File: config.mk
export PLATFORM = sky130hd
export DESIGN_NAME = rom_loader_top
export DESIGN_NICKNAME = d
export VERILOG_FILES = /design/src/design/rom_load_pkg.sv /design/src/design/rom_loader_top.sv /design/src/design/rom_prog_writer.sv /design/src/design/rom_cfg_regs.sv /design/src/design/rom_region_map.sv
export SDC_FILE = /design/constraint.sdc
export NUM_CORES = 1
export LEC_CHECK = 0
export BUFFER_PORTS_ARGS = -buffer_cell sky130_fd_sc_hd__buf_2
export CAP_MARGIN = 20
export CORE_UTILIZATION = 50
export DETAILED_ROUTE_END_ITERATION = 10
export PLACE_DENSITY = 0.73
export SLEW_MARGIN = 15
export SYNTH_ARGS = -nofsm -noshare
export SYNTH_HDL_FRONTEND = slang
export SYNTH_SLANG_ARGS = --single-unit
export TNS_END_PERCENT = 20
File: constraint.sdc
create_clock -name clk -period 20.4 [get_ports clk]
set_input_delay 4.08 -clock clk [delete_from_list [all_inputs] [get_ports clk]]
set_output_delay 4.08 -clock clk [all_outputs]
set_load 0.1 [all_outputs]
File: src/design/rom_load_pkg.sv
// image at most 32 MB; offsets and region codes are shared with the testbench
package rom_load_pkg;

    // address widths
    localparam int ioctl_aw = 25;              // byte address from the host, 32 MB max
    localparam int prog_aw  = 22;              // sdram word address

    // header layout
    localparam int start_bytes     = 6;        // three 16-bit region starts
    localparam int cfg_first       = 8;        // first game config byte
    localparam int cfg_last        = 39;       // last game config byte
    localparam int cfg_count       = cfg_last - cfg_first + 1;
    localparam int cfg_iw          = $clog2(cfg_count);
    localparam int cfg_byte        = 39;       // holds the decryption enable
    localparam int cfg_decrypt_bit = 7;
    localparam int full_header     = 64;       // skipped before the body starts
    localparam int start_unit_bits = 10;       // starts counted in 1 kB units
    localparam int crypt_addr_bit  = 19;       // body address bit that selects encrypted code

    // region codes
    localparam logic [1:0] region_cpu = 2'd0;
    localparam logic [1:0] region_snd = 2'd1;
    localparam logic [1:0] region_oki = 2'd2;
    localparam logic [1:0] region_gfx = 2'd3;

    // what kind of byte the host is sending
    localparam logic [1:0] kind_start = 2'd0;  // region start bytes
    localparam logic [1:0] kind_cfg   = 2'd1;  // config registers
    localparam logic [1:0] kind_body  = 2'd2;  // rom data
    localparam logic [1:0] kind_rsvd  = 2'd3;  // unused header bytes, dropped

    // sdram word offsets per region
    localparam logic [prog_aw-1:0] cpu_offset = 22'h004000;
    localparam logic [prog_aw-1:0] snd_offset = 22'h000000;
    localparam logic [prog_aw-1:0] oki_offset = 22'h010000;
    localparam logic [prog_aw-1:0] gfx_offset = 22'h020000;

    // sdram banks
    localparam logic [1:0] bank_cpu   = 2'b01;
    localparam logic [1:0] bank_gfx   = 2'b10;
    localparam logic [1:0] bank_other = 2'b00;

    // cpu code scrambling, one xor term per input bit
    function automatic logic [7:0] decrypt_byte(input logic [7:0] d);
        logic [7:0] r;
        r = 8'h00;
        if (d[0])  r = r ^ 8'h04;
        if (d[1])  r = r ^ 8'h21;
        if (d[2])  r = r ^ 8'h01;
        if (!d[3]) r = r ^ 8'h50;   // inverted sense
        if (d[4])  r = r ^ 8'h40;
        if (d[5])  r = r ^ 8'h06;
        if (d[6])  r = r ^ 8'h08;
        if (!d[7]) r = r ^ 8'h88;   // inverted sense
        return r;
    endfunction

endpackage
File: src/design/rom_loader_top.sv
// sdram controller is external; host must pace strobes to the sdram acks
`timescale 1ns/100ps

module rom_loader_top import rom_load_pkg::*; (
    input  logic                clk,
    input  logic                reset,
    input  logic                downloading,
    input  logic [ioctl_aw-1:0] ioctl_addr,
    input  logic [7:0]          ioctl_data,
    input  logic                ioctl_wr,
    input  logic                sdram_ack,
    input  logic [cfg_iw-1:0]   cfg_rd_index,
    output logic [prog_aw-1:0]  prog_addr,
    output logic [7:0]          prog_data,
    output logic [1:0]          prog_mask,
    output logic [1:0]          prog_bank,
    output logic                prog_we,
    output logic [7:0]          cfg_rd_data
);

    logic [1:0]         kind;       // start / cfg / body / reserved
    logic [1:0]         region;
    logic [prog_aw-1:0] rel_addr;   // word address inside the region
    logic               cfg_wr;
    logic [cfg_iw-1:0]  cfg_index;
    logic               decrypt;

    // address decode and start header
    rom_region_map i_map (
        .clk         (clk),
        .reset       (reset),
        .downloading (downloading),
        .ioctl_wr    (ioctl_wr),
        .ioctl_addr  (ioctl_addr),
        .ioctl_data  (ioctl_data),
        .kind        (kind),
        .region      (region),
        .rel_addr    (rel_addr),
        .cfg_wr      (cfg_wr),
        .cfg_index   (cfg_index)
    );

    // game config bytes
    rom_cfg_regs i_cfg (
        .clk          (clk),
        .reset        (reset),
        .downloading  (downloading),
        .cfg_wr       (cfg_wr),
        .cfg_index    (cfg_index),
        .ioctl_data   (ioctl_data),
        .cfg_rd_index (cfg_rd_index),
        .cfg_rd_data  (cfg_rd_data),
        .decrypt      (decrypt)
    );

    // sdram programming port
    rom_prog_writer i_writer (
        .clk         (clk),
        .reset       (reset),
        .downloading (downloading),
        .ioctl_wr    (ioctl_wr),
        .ioctl_addr  (ioctl_addr),
        .ioctl_data  (ioctl_data),
        .kind        (kind),
        .region      (region),
        .rel_addr    (rel_addr),
        .decrypt     (decrypt),
        .sdram_ack   (sdram_ack),
        .prog_addr   (prog_addr),
        .prog_data   (prog_data),
        .prog_mask   (prog_mask),
        .prog_bank   (prog_bank),
        .prog_we     (prog_we)
    );

endmodule

File: src/design/rom_prog_writer.sv
// one write in flight; a new body strobe before the ack replaces the pending write
`timescale 1ns/100ps

module rom_prog_writer import rom_load_pkg::*; (
    input  logic                clk,
    input  logic                reset,
    input  logic                downloading,
    input  logic                ioctl_wr,
    input  logic [ioctl_aw-1:0] ioctl_addr,
    input  logic [7:0]          ioctl_data,
    input  logic [1:0]          kind,
    input  logic [1:0]          region,
    input  logic [prog_aw-1:0]  rel_addr,
    input  logic                decrypt,
    input  logic                sdram_ack,
    output logic [prog_aw-1:0]  prog_addr,
    output logic [7:0]          prog_data,
    output logic [1:0]          prog_mask,   // active low
    output logic [1:0]          prog_bank,
    output logic                prog_we
);

    logic [prog_aw-1:0] region_offset;
    logic [1:0]         region_bank;
    logic               crypt_sel;      // this byte goes through the decoder
    logic [7:0]         data_next;
    logic [1:0]         mask_next;
    logic               body_wr;

    assign body_wr = ioctl_wr && downloading && kind == kind_body;

    // per region sdram placement
    always_comb begin
        case (region)
            region_cpu: begin
                region_offset = cpu_offset;
                region_bank   = bank_cpu;
            end
            region_snd: begin
                region_offset = snd_offset;
                region_bank   = bank_other;
            end
            region_oki: begin
                region_offset = oki_offset;
                region_bank   = bank_other;
            end
            default: begin
                region_offset = gfx_offset;
                region_bank   = bank_gfx;
            end
        endcase
    end

    // cpu rel_addr is the body word address, so byte bit 19 is word bit 18
    // only even bytes of the upper half are scrambled
    assign crypt_sel = region == region_cpu && decrypt &&
                       rel_addr[crypt_addr_bit-1] && !ioctl_addr[0];

    assign data_next = crypt_sel ? decrypt_byte(ioctl_data) : ioctl_data;
    assign mask_next = ioctl_addr[0] ? 2'b01 : 2'b10;    // odd byte -> upper lane

    // write payload, held while prog_we waits for the ack
    always_ff @(posedge clk) begin
        if (body_wr) begin
            prog_addr <= rel_addr + region_offset;
            prog_data <= data_next;
            prog_mask <= mask_next;
            prog_bank <= region_bank;
        end
    end

    // write request level
    always_ff @(posedge clk) begin
        if (reset) begin
            prog_we <= 1'b0;
        end else if (ioctl_wr && downloading) begin
            prog_we <= kind == kind_body;   // header bytes never request
        end else if (!downloading || sdram_ack) begin
            prog_we <= 1'b0;
        end
    end

endmodule

File: src/design/rom_cfg_regs.sv
// config bytes persist across downloads until reset; decrypt flag only lives during one download
`timescale 1ns/100ps

module rom_cfg_regs import rom_load_pkg::*; (
    input  logic              clk,
    input  logic              reset,
    input  logic              downloading,
    input  logic              cfg_wr,
    input  logic [cfg_iw-1:0] cfg_index,
    input  logic [7:0]        ioctl_data,
    input  logic [cfg_iw-1:0] cfg_rd_index,
    output logic [7:0]        cfg_rd_data,
    output logic              decrypt
);

    logic [7:0] regs [cfg_count];   // header bytes 8 to 39
    logic       decrypt_hit;        // current write targets the crypt byte

    assign decrypt_hit = cfg_wr && cfg_index == cfg_iw'(cfg_byte - cfg_first);

    // register file, one byte per strobe
    always_ff @(posedge clk) begin
        if (reset) begin
            for (int i = 0; i < cfg_count; i++) begin
                regs[i] <= 8'h00;
            end
        end else if (cfg_wr) begin
            regs[cfg_index] <= ioctl_data;
        end
    end

    // decrypt enable
    always_ff @(posedge clk) begin
        if (reset) begin
            decrypt <= 1'b0;
        end else if (!downloading) begin
            decrypt <= 1'b0;        // next image must ask again
        end else if (decrypt_hit) begin
            decrypt <= ioctl_data[cfg_decrypt_bit];
        end
    end

    // read back, no latency
    assign cfg_rd_data = regs[cfg_rd_index];

endmodule

File: src/design/rom_region_map.sv
// region starts must be ascending and are only valid once all six start bytes arrived
`timescale 1ns/100ps

module rom_region_map import rom_load_pkg::*; (
    input  logic                clk,
    input  logic                reset,
    input  logic                downloading,
    input  logic                ioctl_wr,
    input  logic [ioctl_aw-1:0] ioctl_addr,
    input  logic [7:0]          ioctl_data,
    output logic [1:0]          kind,
    output logic [1:0]          region,
    output logic [prog_aw-1:0]  rel_addr,
    output logic                cfg_wr,
    output logic [cfg_iw-1:0]   cfg_index
);

    logic [8*start_bytes-1:0]             starts;     // little-endian, byte 0 lowest
    logic [15:0]                          snd_start;
    logic [15:0]                          oki_start;
    logic [15:0]                          gfx_start;
    logic [ioctl_aw-1:0]                  bulk_addr;  // address with header removed
    logic [ioctl_aw-start_unit_bits-1:0]  bulk_unit;  // same, in kB
    logic [15:0]                          base_unit;
    logic [ioctl_aw-1:0]                  region_base;
    logic [ioctl_aw-1:0]                  rel_byte;
    logic [ioctl_aw-1:0]                  cfg_byte_addr;

    assign snd_start = starts[15:0];
    assign oki_start = starts[31:16];
    assign gfx_start = starts[47:32];

    // header kind straight from the byte address
    always_comb begin
        if (ioctl_addr < ioctl_aw'(start_bytes))
            kind = kind_start;
        else if (ioctl_addr >= ioctl_aw'(cfg_first) && ioctl_addr <= ioctl_aw'(cfg_last))
            kind = kind_cfg;
        else if (ioctl_addr >= ioctl_aw'(full_header))
            kind = kind_body;
        else
            kind = kind_rsvd;  // bytes 6-7 and 40-63
    end

    // start bytes shift in from the top
    always_ff @(posedge clk) begin
        if (reset) begin
            starts <= '0;
        end else if (ioctl_wr && downloading && kind == kind_start) begin
            starts <= {ioctl_data, starts[8*start_bytes-1:8]};
        end
    end

    assign bulk_addr = ioctl_addr - ioctl_aw'(full_header);
    assign bulk_unit = bulk_addr[ioctl_aw-1:start_unit_bits];

    // region lookup, first start that is still ahead wins
    always_comb begin
        if ({1'b0, bulk_unit} < snd_start) begin
            region    = region_cpu;
            base_unit = 16'd0;          // cpu code sits at body start
        end else if ({1'b0, bulk_unit} < oki_start) begin
            region    = region_snd;
            base_unit = snd_start;
        end else if ({1'b0, bulk_unit} < gfx_start) begin
            region    = region_oki;
            base_unit = oki_start;
        end else begin
            region    = region_gfx;
            base_unit = gfx_start;
        end
    end

    // kB units back to bytes, top bit dropped at 32 MB
    assign region_base = ioctl_aw'({base_unit, {start_unit_bits{1'b0}}});
    assign rel_byte    = bulk_addr - region_base;
    assign rel_addr    = rel_byte[prog_aw:1];  // 16-bit words

    // config window
    assign cfg_byte_addr = ioctl_addr - ioctl_aw'(cfg_first);
    assign cfg_index     = cfg_byte_addr[cfg_iw-1:0];
    assign cfg_wr        = ioctl_wr && downloading && kind == kind_cfg;

endmodule

# == Yosys cells after proc, flatten, opt, wreduce, memory -nomap -nowiden ==
# Memories as Yosys holds them, arrays and structs flattened.
# Index checks and enable logic that the tools add are counted.
# totals
ff_bits,84
latchBits,0
ram_bits,256
romBits,0
input_bits,43
word_cells,81
n_memories,1
# classes
n_addsub,4
mul,0
n_div,0
n_lt_le_gt_ge,7
n_eq_ne,5
shifts,0
muxes,31
bitwise,8
n_reduce_logical,18
# memory_table
name,words,width,rd,rd_clocked_by_memory_dff,wr,line_no,source
i_cfg.regs,32,8,1,0,32,rom_cfg_regs.sv:16,logic [7:0] regs [cfg_count];
# ops
cell,n
$pmux W18 S3,1
$lt A15 B16 Y1,3
$mux W13,3
$ge A25 B4 Y1 const B,1
$ge A25 B7 Y1 const B,1
$le A25 B6 Y1 const B,1
$lt A25 B3 Y1 const B,1
$sub A25 B7 Y25 const B,1
$mux W8,3
$sub A23 B23 Y23,1
$add A22 B18 Y22,1
$mux W7,2
$mux W1,11
$mux W2,5
$logic_and A1 B1 Y1,9
$reduce_or A8 Y1,1
$mux W3,2
$mux W6,1
$not A1 Y2,3
$eq A5 B5 Y1 const B,1
$mux W5,1
$sub A5 B4 Y5 const B,1
$eq A2 B1 Y1 const B,2
$eq A2 B2 Y1 const B,2
other kinds (9),15

# == Logic depth before layout (Yosys ltp) ==
# Gate-level depths: netlist of run 1.
# logic_depth
ltp_word,14
ltp_mapped,30
mapped_depth_nobuf,28

# == Modules after synthesis ==
# From an unflattened synthesis of run 1, not the netlist that was laid out.
# hier_totals
cells_unflattened,1377
hier_area_um2,17453.0
# modules_own_cells
module,instances,cells_each,area_each_um2
rom_cfg_regs,1,744,11893.9
rom_region_map,1,556,4156.5
rom_prog_writer,1,77,1402.6

# == Worst setup path before layout of run 1 ==
# No wires, ideal clock.
# synth_timing
path_type,input-to-output
from,input cfg_rd_index[0]
to,output cfg_rd_data[0]
t_arrival_ns,6.500
required_time_ns,16.320
path_slack_ns,9.820
cell_stages,5
path_buffers,2
cell_sequence,clkbuf_1 > buf_1 > mux4_2 > mux4_2 > mux2_2
# synth_between
elab_chain_len,1
# synth_rtl
element,line_no,source
"start, declared",rom_loader_top.sv:12,"input logic [cfg_iw-1:0] cfg_rd_index,"
$mem_v2 Z32 W8,--,
"end, declared",rom_loader_top.sv:18,output logic [7:0] cfg_rd_data
# Every way passes these cells.

# == Worst setup path after layout of run 1 ==
# layout_timing
from,input ioctl_addr[9]
to,"register i_writer.prog_addr[21], data pin"
# layout_between
elab_chain_len,8
# layout_rtl
element,line_no,source
"start, declared",rom_loader_top.sv:8,"input logic [ioctl_aw-1:0] ioctl_addr,"
$sub A25 B7 Y25 (*),rom_region_map.sv:54,assign bulk_addr = ioctl_addr - ioctl_aw'(full_header);
branches (longest 6 deep; another with $sub A23 B23 Y23),--,
$add A22 B18 Y22 (*),rom_prog_writer.sv:65,prog_addr <= rel_addr + region_offset;
"end signal, assigned",rom_prog_writer.sv:65,
"end, declared",rom_prog_writer.sv:16,"output logic [prog_aw-1:0] prog_addr,"
# Mark *: on every way between the ends.
# A chain may end at the register's enable or synchronous reset.

==> metrics.md, run 1 <==
| Metric | Value |
|---|---|
| Run status | `finished, final reports clean` |
| Sequential fraction of design power | `0.477` |
| Routed Antenna Nets | `0` |
| Asr flop ratio synth | `0` |
| Net Sw Frac | `0.2616` |
| Comb power frac | `0.138` |
| Clock Power Share | `0.385` |
| Worst EP required | `20650 ps` |
| GR Overflow Total | `0` |
| Number of setup buffers added after CTS | `0` |
| 1st-pass router iterations | `6` |
| CP arrival | `11570 ps` |
| Setup Skew | `27.48 ps` |
| CP endpoint kind | `register` |
| Crit Path Category | `input pin to register` |
| Setup TNS | `0 ps` |
| Sequential area share after synthesis | `0.5612` |
| Syn_nets | `1476` |
| Synth cell types | `62` |
| Syn_area_per_cell | `12.65 um2` |
| FF+latch count, synth | `340` |
| Worst-Margin Slew | `1062 ps` |
| Yosys warning count | `0` |
| Setup ws final | `9085 ps` |
| GRT Total Usage | `0.2392` |
| Row count | `67` |
| Clk pin slew, worst setup/hold paths | `60 ps` |
| PostCTS Resize Cnt | `0` |
| DRC viols | `0` |
| Area grow syn2layout | `10.94%` |
| Post-DP HPWL | `28130 um` |
| RSZ-0062 raised after global routing | `false` |
| NumNets Final | `1522` |
| Root Driver | `clkbuf_16` |
| Max Fanout on Critical Path | `26` |
| Pwr per Cell Area | `86.99 nW/um2` |
| DR WL/cell | `22.00 um` |
| Routability-driven placement congestion ratio | `0.8975` |
| Placed instance area | `18000 um2` |
| Syn Std Cell Area | `17300 um2` |
| Max clock buf depth | `3` |
| Reg-to-Reg End | `i_writer.prog_addr[21]` |
| Startpoint class of the critical path | `input pin` |
| Register-to-Register Setup Slack | `14740 ps` |
| Dpl ws | `8453 ps` |
| Yosys top cell area share | `0.5034` |
| Cell with the most instances after synthesis | `edfxtp_1` |
| EDFF count, synth | `290` |
| Max_slew headroom | `0.2907` |
| I/O Buffers | `85` |
| Max Fclk | `88.37 MHz` |
| Vias after detailed routing | `10920` |
| CTS Hold Buffers Added | `0` |
| Core area | `33780 um2` |
| Vias in the first global route | `11070` |
| Mapped Cells | `1368` |
| Hold endpoint | `i_map.starts[27]` |
| Pleak | `6.634 nW` |
| Die ar. | `35350 um2` |
| Hold Vio Cnt, Final | `0` |
| Psw | `0.4368 mW` |
| Crit share post-route | `0.5547` |
| Int Pwr | `1.233 mW` |
| R2r startpoint | `i_map.starts[41]` |
| Initial antenna violation count | `1` |
| Final Max Slew Viols | `0` |
| # IOs | `86` |
| Fill count | `2709` |
| Synth area leaders | `edfxtp_1 (50%), mux4_2 (10%), and2_1 (7.8%), dfxtp_1 (5.8%), ha_1 (4.6%)` |
| WL final | `41490 um` |
| Worst Hold Class | `register to register` |
| Minimum clock period | `11320 ps` |
| Post-DR vias/cell | `5.788` |
| TritonCTS clock tree | `yes` |
| Diode count | `0` |
| Die W | `188.0 um` |
| Max VDD drop | `0.00006089 V` |
| Largest area contributor in the netlist | `edfxtp_1` |
| Top post-synthesis cells by count | `edfxtp_1 (290), and2_1 (217), nand2_1 (129)` |
| Htree depth | `2` |
| Largest net degree at the start of global routing | `83` |
| Sink Count | `340` |
| Hold Path Origin | `i_map.starts[35]` |
| Fin area | `19190 um2` |
| Max-Cap Viols | `0` |
| Hold depth | `2` |
| FF-to-FF path depth | `21` |
| Worst-Skew Late Latency | `530 ps` |
| Num CTS Buffers | `37` |
| First-pass GRT wire length | `64660 um` |
| Die H | `188.0 um` |
| DR iter-0 viols | `992` |
| Final setup viols | `0` |
| Initial Util | `0.5121` |
| Fraction of layout cells with a size suffix above 1 | `0.2010` |
| Final core utilization | `0.5681` |
| Top FF cell, synth | `edfxtp_1` |
-- placed cells by master, fill, tap and decap left out, types with 4 or more instances in the layout --
cell and n:
edfxtp_1 290, and2_1 217, nand2_1 129, buf_2 85, mux4_2 80, a21oi_1 68, ha_1 64, inv_1 57
dfxtp_1 50, nor3_1 45, nor2_1 42, clkbuf_16 38, or2_2 30, xnor2_1 25, o211ai_1 24, xor2_1 14
mux2_2 14, clkbuf_1 10, o21ai_0 9, and3_1 9, nor2_2 9, nand2b_1 8, a21o_1 8, buf_4 8
nand3_1 7, o21a_1 7, nor4_1 6, a31oi_1 5, nand4_1 5, or3_1 4, nor2b_1 4, mux2i_1 4
clkinv_1 4, clkinv_2 4
-- layer usage --
metal	global-route usage	routed length, um	vias to the layer above
met5	0	11	-
met4	0.05597	805	2
met3	0.02882	2339	57
met2	0.4225	21400	356
met1	0.3140	16940	5456
li1	-	-	5045
-- kinds of logic after synthesis --
kind of cell,synth area share
AO/OA/AOI/OAI,0.05236
XOR/XNOR,0.01974
adder cells (fa/ha/maj),0.04744
buffers and inverters,0.03327
flip-flops,0.5612
multiplexers,0.1156
AND/OR/NAND/NOR,0.1704
-- worst max-delay path by stage --
stage	start	endpoint	slack [ps]
after CTS	ioctl_addr[9]	i_writer.prog_data[0]	8970
final	ioctl_addr[9]	i_writer.prog_addr[21]	9080
after global placement	ioctl_addr[9]	i_writer.prog_data[6]	8760
after global routing	ioctl_addr[9]	i_writer.prog_addr[21]	8630
after floorplan	cfg_rd_index[0]	cfg_rd_data[0]	9820
after detailed placement	ioctl_addr[9]	i_writer.prog_data[0]	8450
-- metrics by stage --
step	std cells	power, mW	hold slack [ps]
final	1886	1.670	472.3
after global routing	1886	1.717	499.1
after CTS	1884	1.678	470.8
after detailed placement	1821	1.040	464.9
after global placement	1821	1.035	456.5
after floorplan	1368	0.9810	445.1
-- area by class of cell --
type	instances	area [um2]	area share
Clock buffer	50	1016	0.05294
Clock inverter	13	138.9	0.007236
Inverter	57	214.0	0.01115
Multi-Input combinational cell	884	7041	0.3668
Sequential cell	340	9709	0.5059
Tap cell	448	560.5	0.02921
Timing Repair Buffer	94	513.0	0.02673
-- flip-flops by register name, summed over array words and instances, names as in the netlist --
register and count:
i_cfg.decrypt 1, i_map.starts 48, i_writer.prog_data 8, i_writer.prog_addr 22, i_cfg.regs 256, i_writer.prog_mask 2
i_writer.prog_bank 2, i_writer.prog_we 1
-- power groups by stage --
stage	sequential [mW]	clock [mW]	combinational [mW]
after global placement	0.809	0	0.226
after global routing	0.799	0.675	0.243
after floorplan	0.850	0	0.131
after detailed placement	0.811	0	0.229
after CTS	0.797	0.651	0.230
final	0.797	0.643	0.230
-- critical path, cell delays in order --
cell,delay [ps]
buf_2,120
or3_1,420
or4_4,510
or4_1,470
nor3_1,400
nand2_1,140
xnor2_1,450
ha_1,340
a21oi_1,150
o21ai_0,90
a21o_1,180
a211oi_1,270
o22a_1,810
mux2i_1,190
a211oi_1,280
ha_1,210
inv_1,60
fa_1,390
a21oi_1,310
o2111ai_1,200
nand2_1,110
xnor2_1,70
ha_1,350
nand4_1,140
a2111oi_0,510
xor2_1,230
xnor2_1,90
(Power assumes the default switching activity.)
==> run 2: changes to the inputs <==
- clock period: 20.4 -> 11.7 ns (I/O delays scaled with it)
==> metrics.md, run 2 (synthesis results as in run 1) <==
| Metric | Value |
|---|---|
| Worst-Skew Late Latency | `530 ps (about the same)` |
| Pleak | `6.633 nW (about the same)` |
| Reg-to-Reg End | `i_writer.prog_addr[21]` |
| Htree depth | `2 (unchanged)` |
| Psw | `0.7726 mW (+77%)` |
| CP arrival | `9770 ps (-1800 ps)` |
| Diode count | `0 (unchanged)` |
| Int Pwr | `2.141 mW (+74%)` |
| Post-DR vias/cell | `5.814 (+0.45%)` |
| CP endpoint kind | `register` |
| Hold depth | `2 (unchanged)` |
| Max FFs per register | `256 (unchanged)` |
| Max VDD drop | `0.0001106 V (+82%)` |
| Startpoint class of the critical path | `input pin` |
| DR iter-0 viols | `1074 (+8.3%)` |
| First-pass GRT wire length | `64360 um (-0.47%)` |
| Largest net degree at the start of global routing | `83 (unchanged)` |
| FF-to-FF path depth | `21 (unchanged)` |
| Sink Count | `340 (unchanged)` |
| WL final | `41380 um (-0.26%)` |
| Initial antenna violation count | `2 (+1)` |
| Final setup viols | `0 (unchanged)` |
| RSZ-0062 raised after global routing | `false` |
| Hold endpoint | `i_map.starts[4]` |
| CP Buf/Inv Count | `2 (unchanged)` |
| Die H | `188.0 um (unchanged)` |
| Met1 wire length | `16870 um (-0.43%)` |
| Highest metal used | `met5` |
| Max_slew headroom | `0.3086 (+0.01790)` |
| Largest Register | `i_cfg.regs` |
| # IOs | `86 (unchanged)` |
| R2r startpoint | `i_map.starts[41]` |
| Clk pin slew, worst setup/hold paths | `60 ps (about the same)` |
| Die ar. | `35350 um2 (unchanged)` |
| Number of setup buffers added after CTS | `0 (unchanged)` |
| I/O Buffers | `85 (unchanged)` |
| Vias in the first global route | `11050 (-0.21%)` |
| Sequential Area | `9709 um2 (unchanged)` |
| Vias after detailed routing | `10970 (+0.45%)` |
| Multi-input gate area | `7041 um2 (unchanged)` |
| Crit Path Category | `input pin to register` |
| Fill count | `2692 (-0.63%)` |
| Sequential fraction of design power | `0.477 (about the same)` |
| Fraction of layout cells with a size suffix above 1 | `0.2010 (unchanged)` |
| Crit path max-delay family | `compound AO/OA/AOI/OAI gates` |
| Most frequent cells in the layout | `edfxtp_1 (290), and2_1 (217), nand2_1 (129), buf_2 (85), mux4_2 (80)` |
| WL met2 | `20470 um (-4.3%)` |
| Final core utilization | `0.5681 (about the same)` |
| Final Max Slew Viols | `0 (unchanged)` |
| Comb power frac | `0.137 (about the same)` |
| GR Overflow Total | `0 (unchanged)` |
| Area grow syn2layout | `10.93% (about the same)` |
| GRT Total Usage | `0.2395 (+0.0003120)` |
| Num CTS Buffers | `37 (unchanged)` |
| Max clock buf depth | `3 (unchanged)` |
| Hold Path Origin | `i_map.starts[4]` |
| PostCTS Resize Cnt | `0 (unchanged)` |
| Die W | `188.0 um (unchanged)` |
| Worst EP required | `11960 ps (-8690 ps)` |
| Slowest stage delay, CP | `820 ps (about the same)` |
| Row count | `67 (unchanged)` |
| Metal3 WL | `2568 um (+9.8%)` |
| Setup TNS | `0 ps (unchanged)` |
| Run status | `finished, final reports clean` |
| Root Driver | `clkbuf_16` |
| Core area | `33780 um2 (unchanged)` |
| Max-Cap Viols | `0 (unchanged)` |
| Net Sw Frac | `0.2652 (+0.003595)` |
| Routed Antenna Nets | `0 (unchanged)` |
| Setup ws final | `2187 ps (-6898 ps)` |
| Minimum clock period | `9513 ps` |
| Routability-driven placement congestion ratio | `0.8976 (about the same)` |
| Worst-Margin Slew | `1035 ps (-26.79 ps)` |
| Commonest non-fill, non-tap cell in the layout | `edfxtp_1` |
| Initial Util | `0.5121 (unchanged)` |
| Top Registers | `i_cfg.regs x256, i_map.starts x48, i_writer.prog_addr x22` |
| Crit path depth | `27 (unchanged)` |
| Clock Power Share | `0.386 (about the same)` |
| CTS Hold Buffers Added | `0 (unchanged)` |
| Dpl ws | `1520 ps (-6932 ps)` |
| Pwr per Cell Area | `151.8 nW/um2 (+75%)` |
| 1st-pass router iterations | `5 (-1)` |
| DRC viols | `0 (unchanged)` |
| Register-to-Register Setup Slack | `6030 ps (-8710 ps)` |
| Max Fanout on Critical Path | `26 (unchanged)` |
| TritonCTS clock tree | `yes` |
| Max Fclk | `105.1 MHz` |
| CP max-delay cell | `o22a_1` |
| Hold Vio Cnt, Final | `0 (unchanged)` |
| NumNets Final | `1522 (unchanged)` |
| Crit share post-route | `0.8131` |
| Setup Skew | `13.76 ps (-13.71 ps)` |
| Worst Hold Class | `register to register` |
| DR WL/cell | `21.94 um (-0.26%)` |
| Post-DP HPWL | `28090 um (-0.14%)` |
| Total power | `2.913 mW (+75%)` |
-- run 2: changes by cell type in the layout (fill, tap and decap cells not counted), sizes merged --
cell	previous run	this run
clkbuf	50	44
clkinv	9	14
inv	58	59
-- run 2: routing by layer --
layer	global-route usage	vias up
li1	-	5047
met1	0.3109	5422
met2	0.4059	395
met3	0.03818	97
met4	0.08693	4
met5	0	-
-- run 2: how the worst max path moves through the flow --
stage                        startpoint                     end  slack (ps)
after floorplan           ioctl_addr[9]  i_writer.prog_addr[21]        3000
after global placement    ioctl_addr[9]   i_writer.prog_data[6]        1800
after detailed placement  ioctl_addr[9]   i_writer.prog_data[0]        1520
after CTS                 ioctl_addr[9]   i_writer.prog_data[0]        2060
after global routing      ioctl_addr[9]  i_writer.prog_addr[21]        1720
final                     ioctl_addr[9]  i_writer.prog_addr[21]        2190
-- run 2: area by class of cell --
type,instances,area share
Tap cell,448,0.02921
Clock buffer,44,0.05125
Sequential cell,340,0.5059
Timing Repair Buffer,94,0.02673
Multi-Input combinational cell,884,0.3669
Clock inverter,19,0.008867
Inverter,57,0.01115
-- run 2: through the flow --
step | std cells | cell area (um2) | hold slack (ps)
finish | 1886 | 19190 | 473.7
global route | 1886 | 19190 | 487.2
CTS | 1884 | 19160 | 472.9
detailed placement | 1821 | 18000 | 465.2
global placement | 1821 | 18000 | 456.5
floorplan | 1368 | 17300 | 445.1
-- run 2: tightest hold or removal path: stages (launching register included) --
cell	delay, ps
dfxtp_1	320
nand2_1	50
a21oi_1	50
-- run 2: power by group through the flow --
stage	clock network, mW	logic, mW	registers, mW
2_1_floorplan	0	0.228	1.48
3_3_place_gp	0	0.394	1.41
3_5_place_dp	0	0.398	1.41
4_1_cts	1.14	0.400	1.39
5_1_grt	1.18	0.424	1.39
6_report	1.12	0.401	1.39
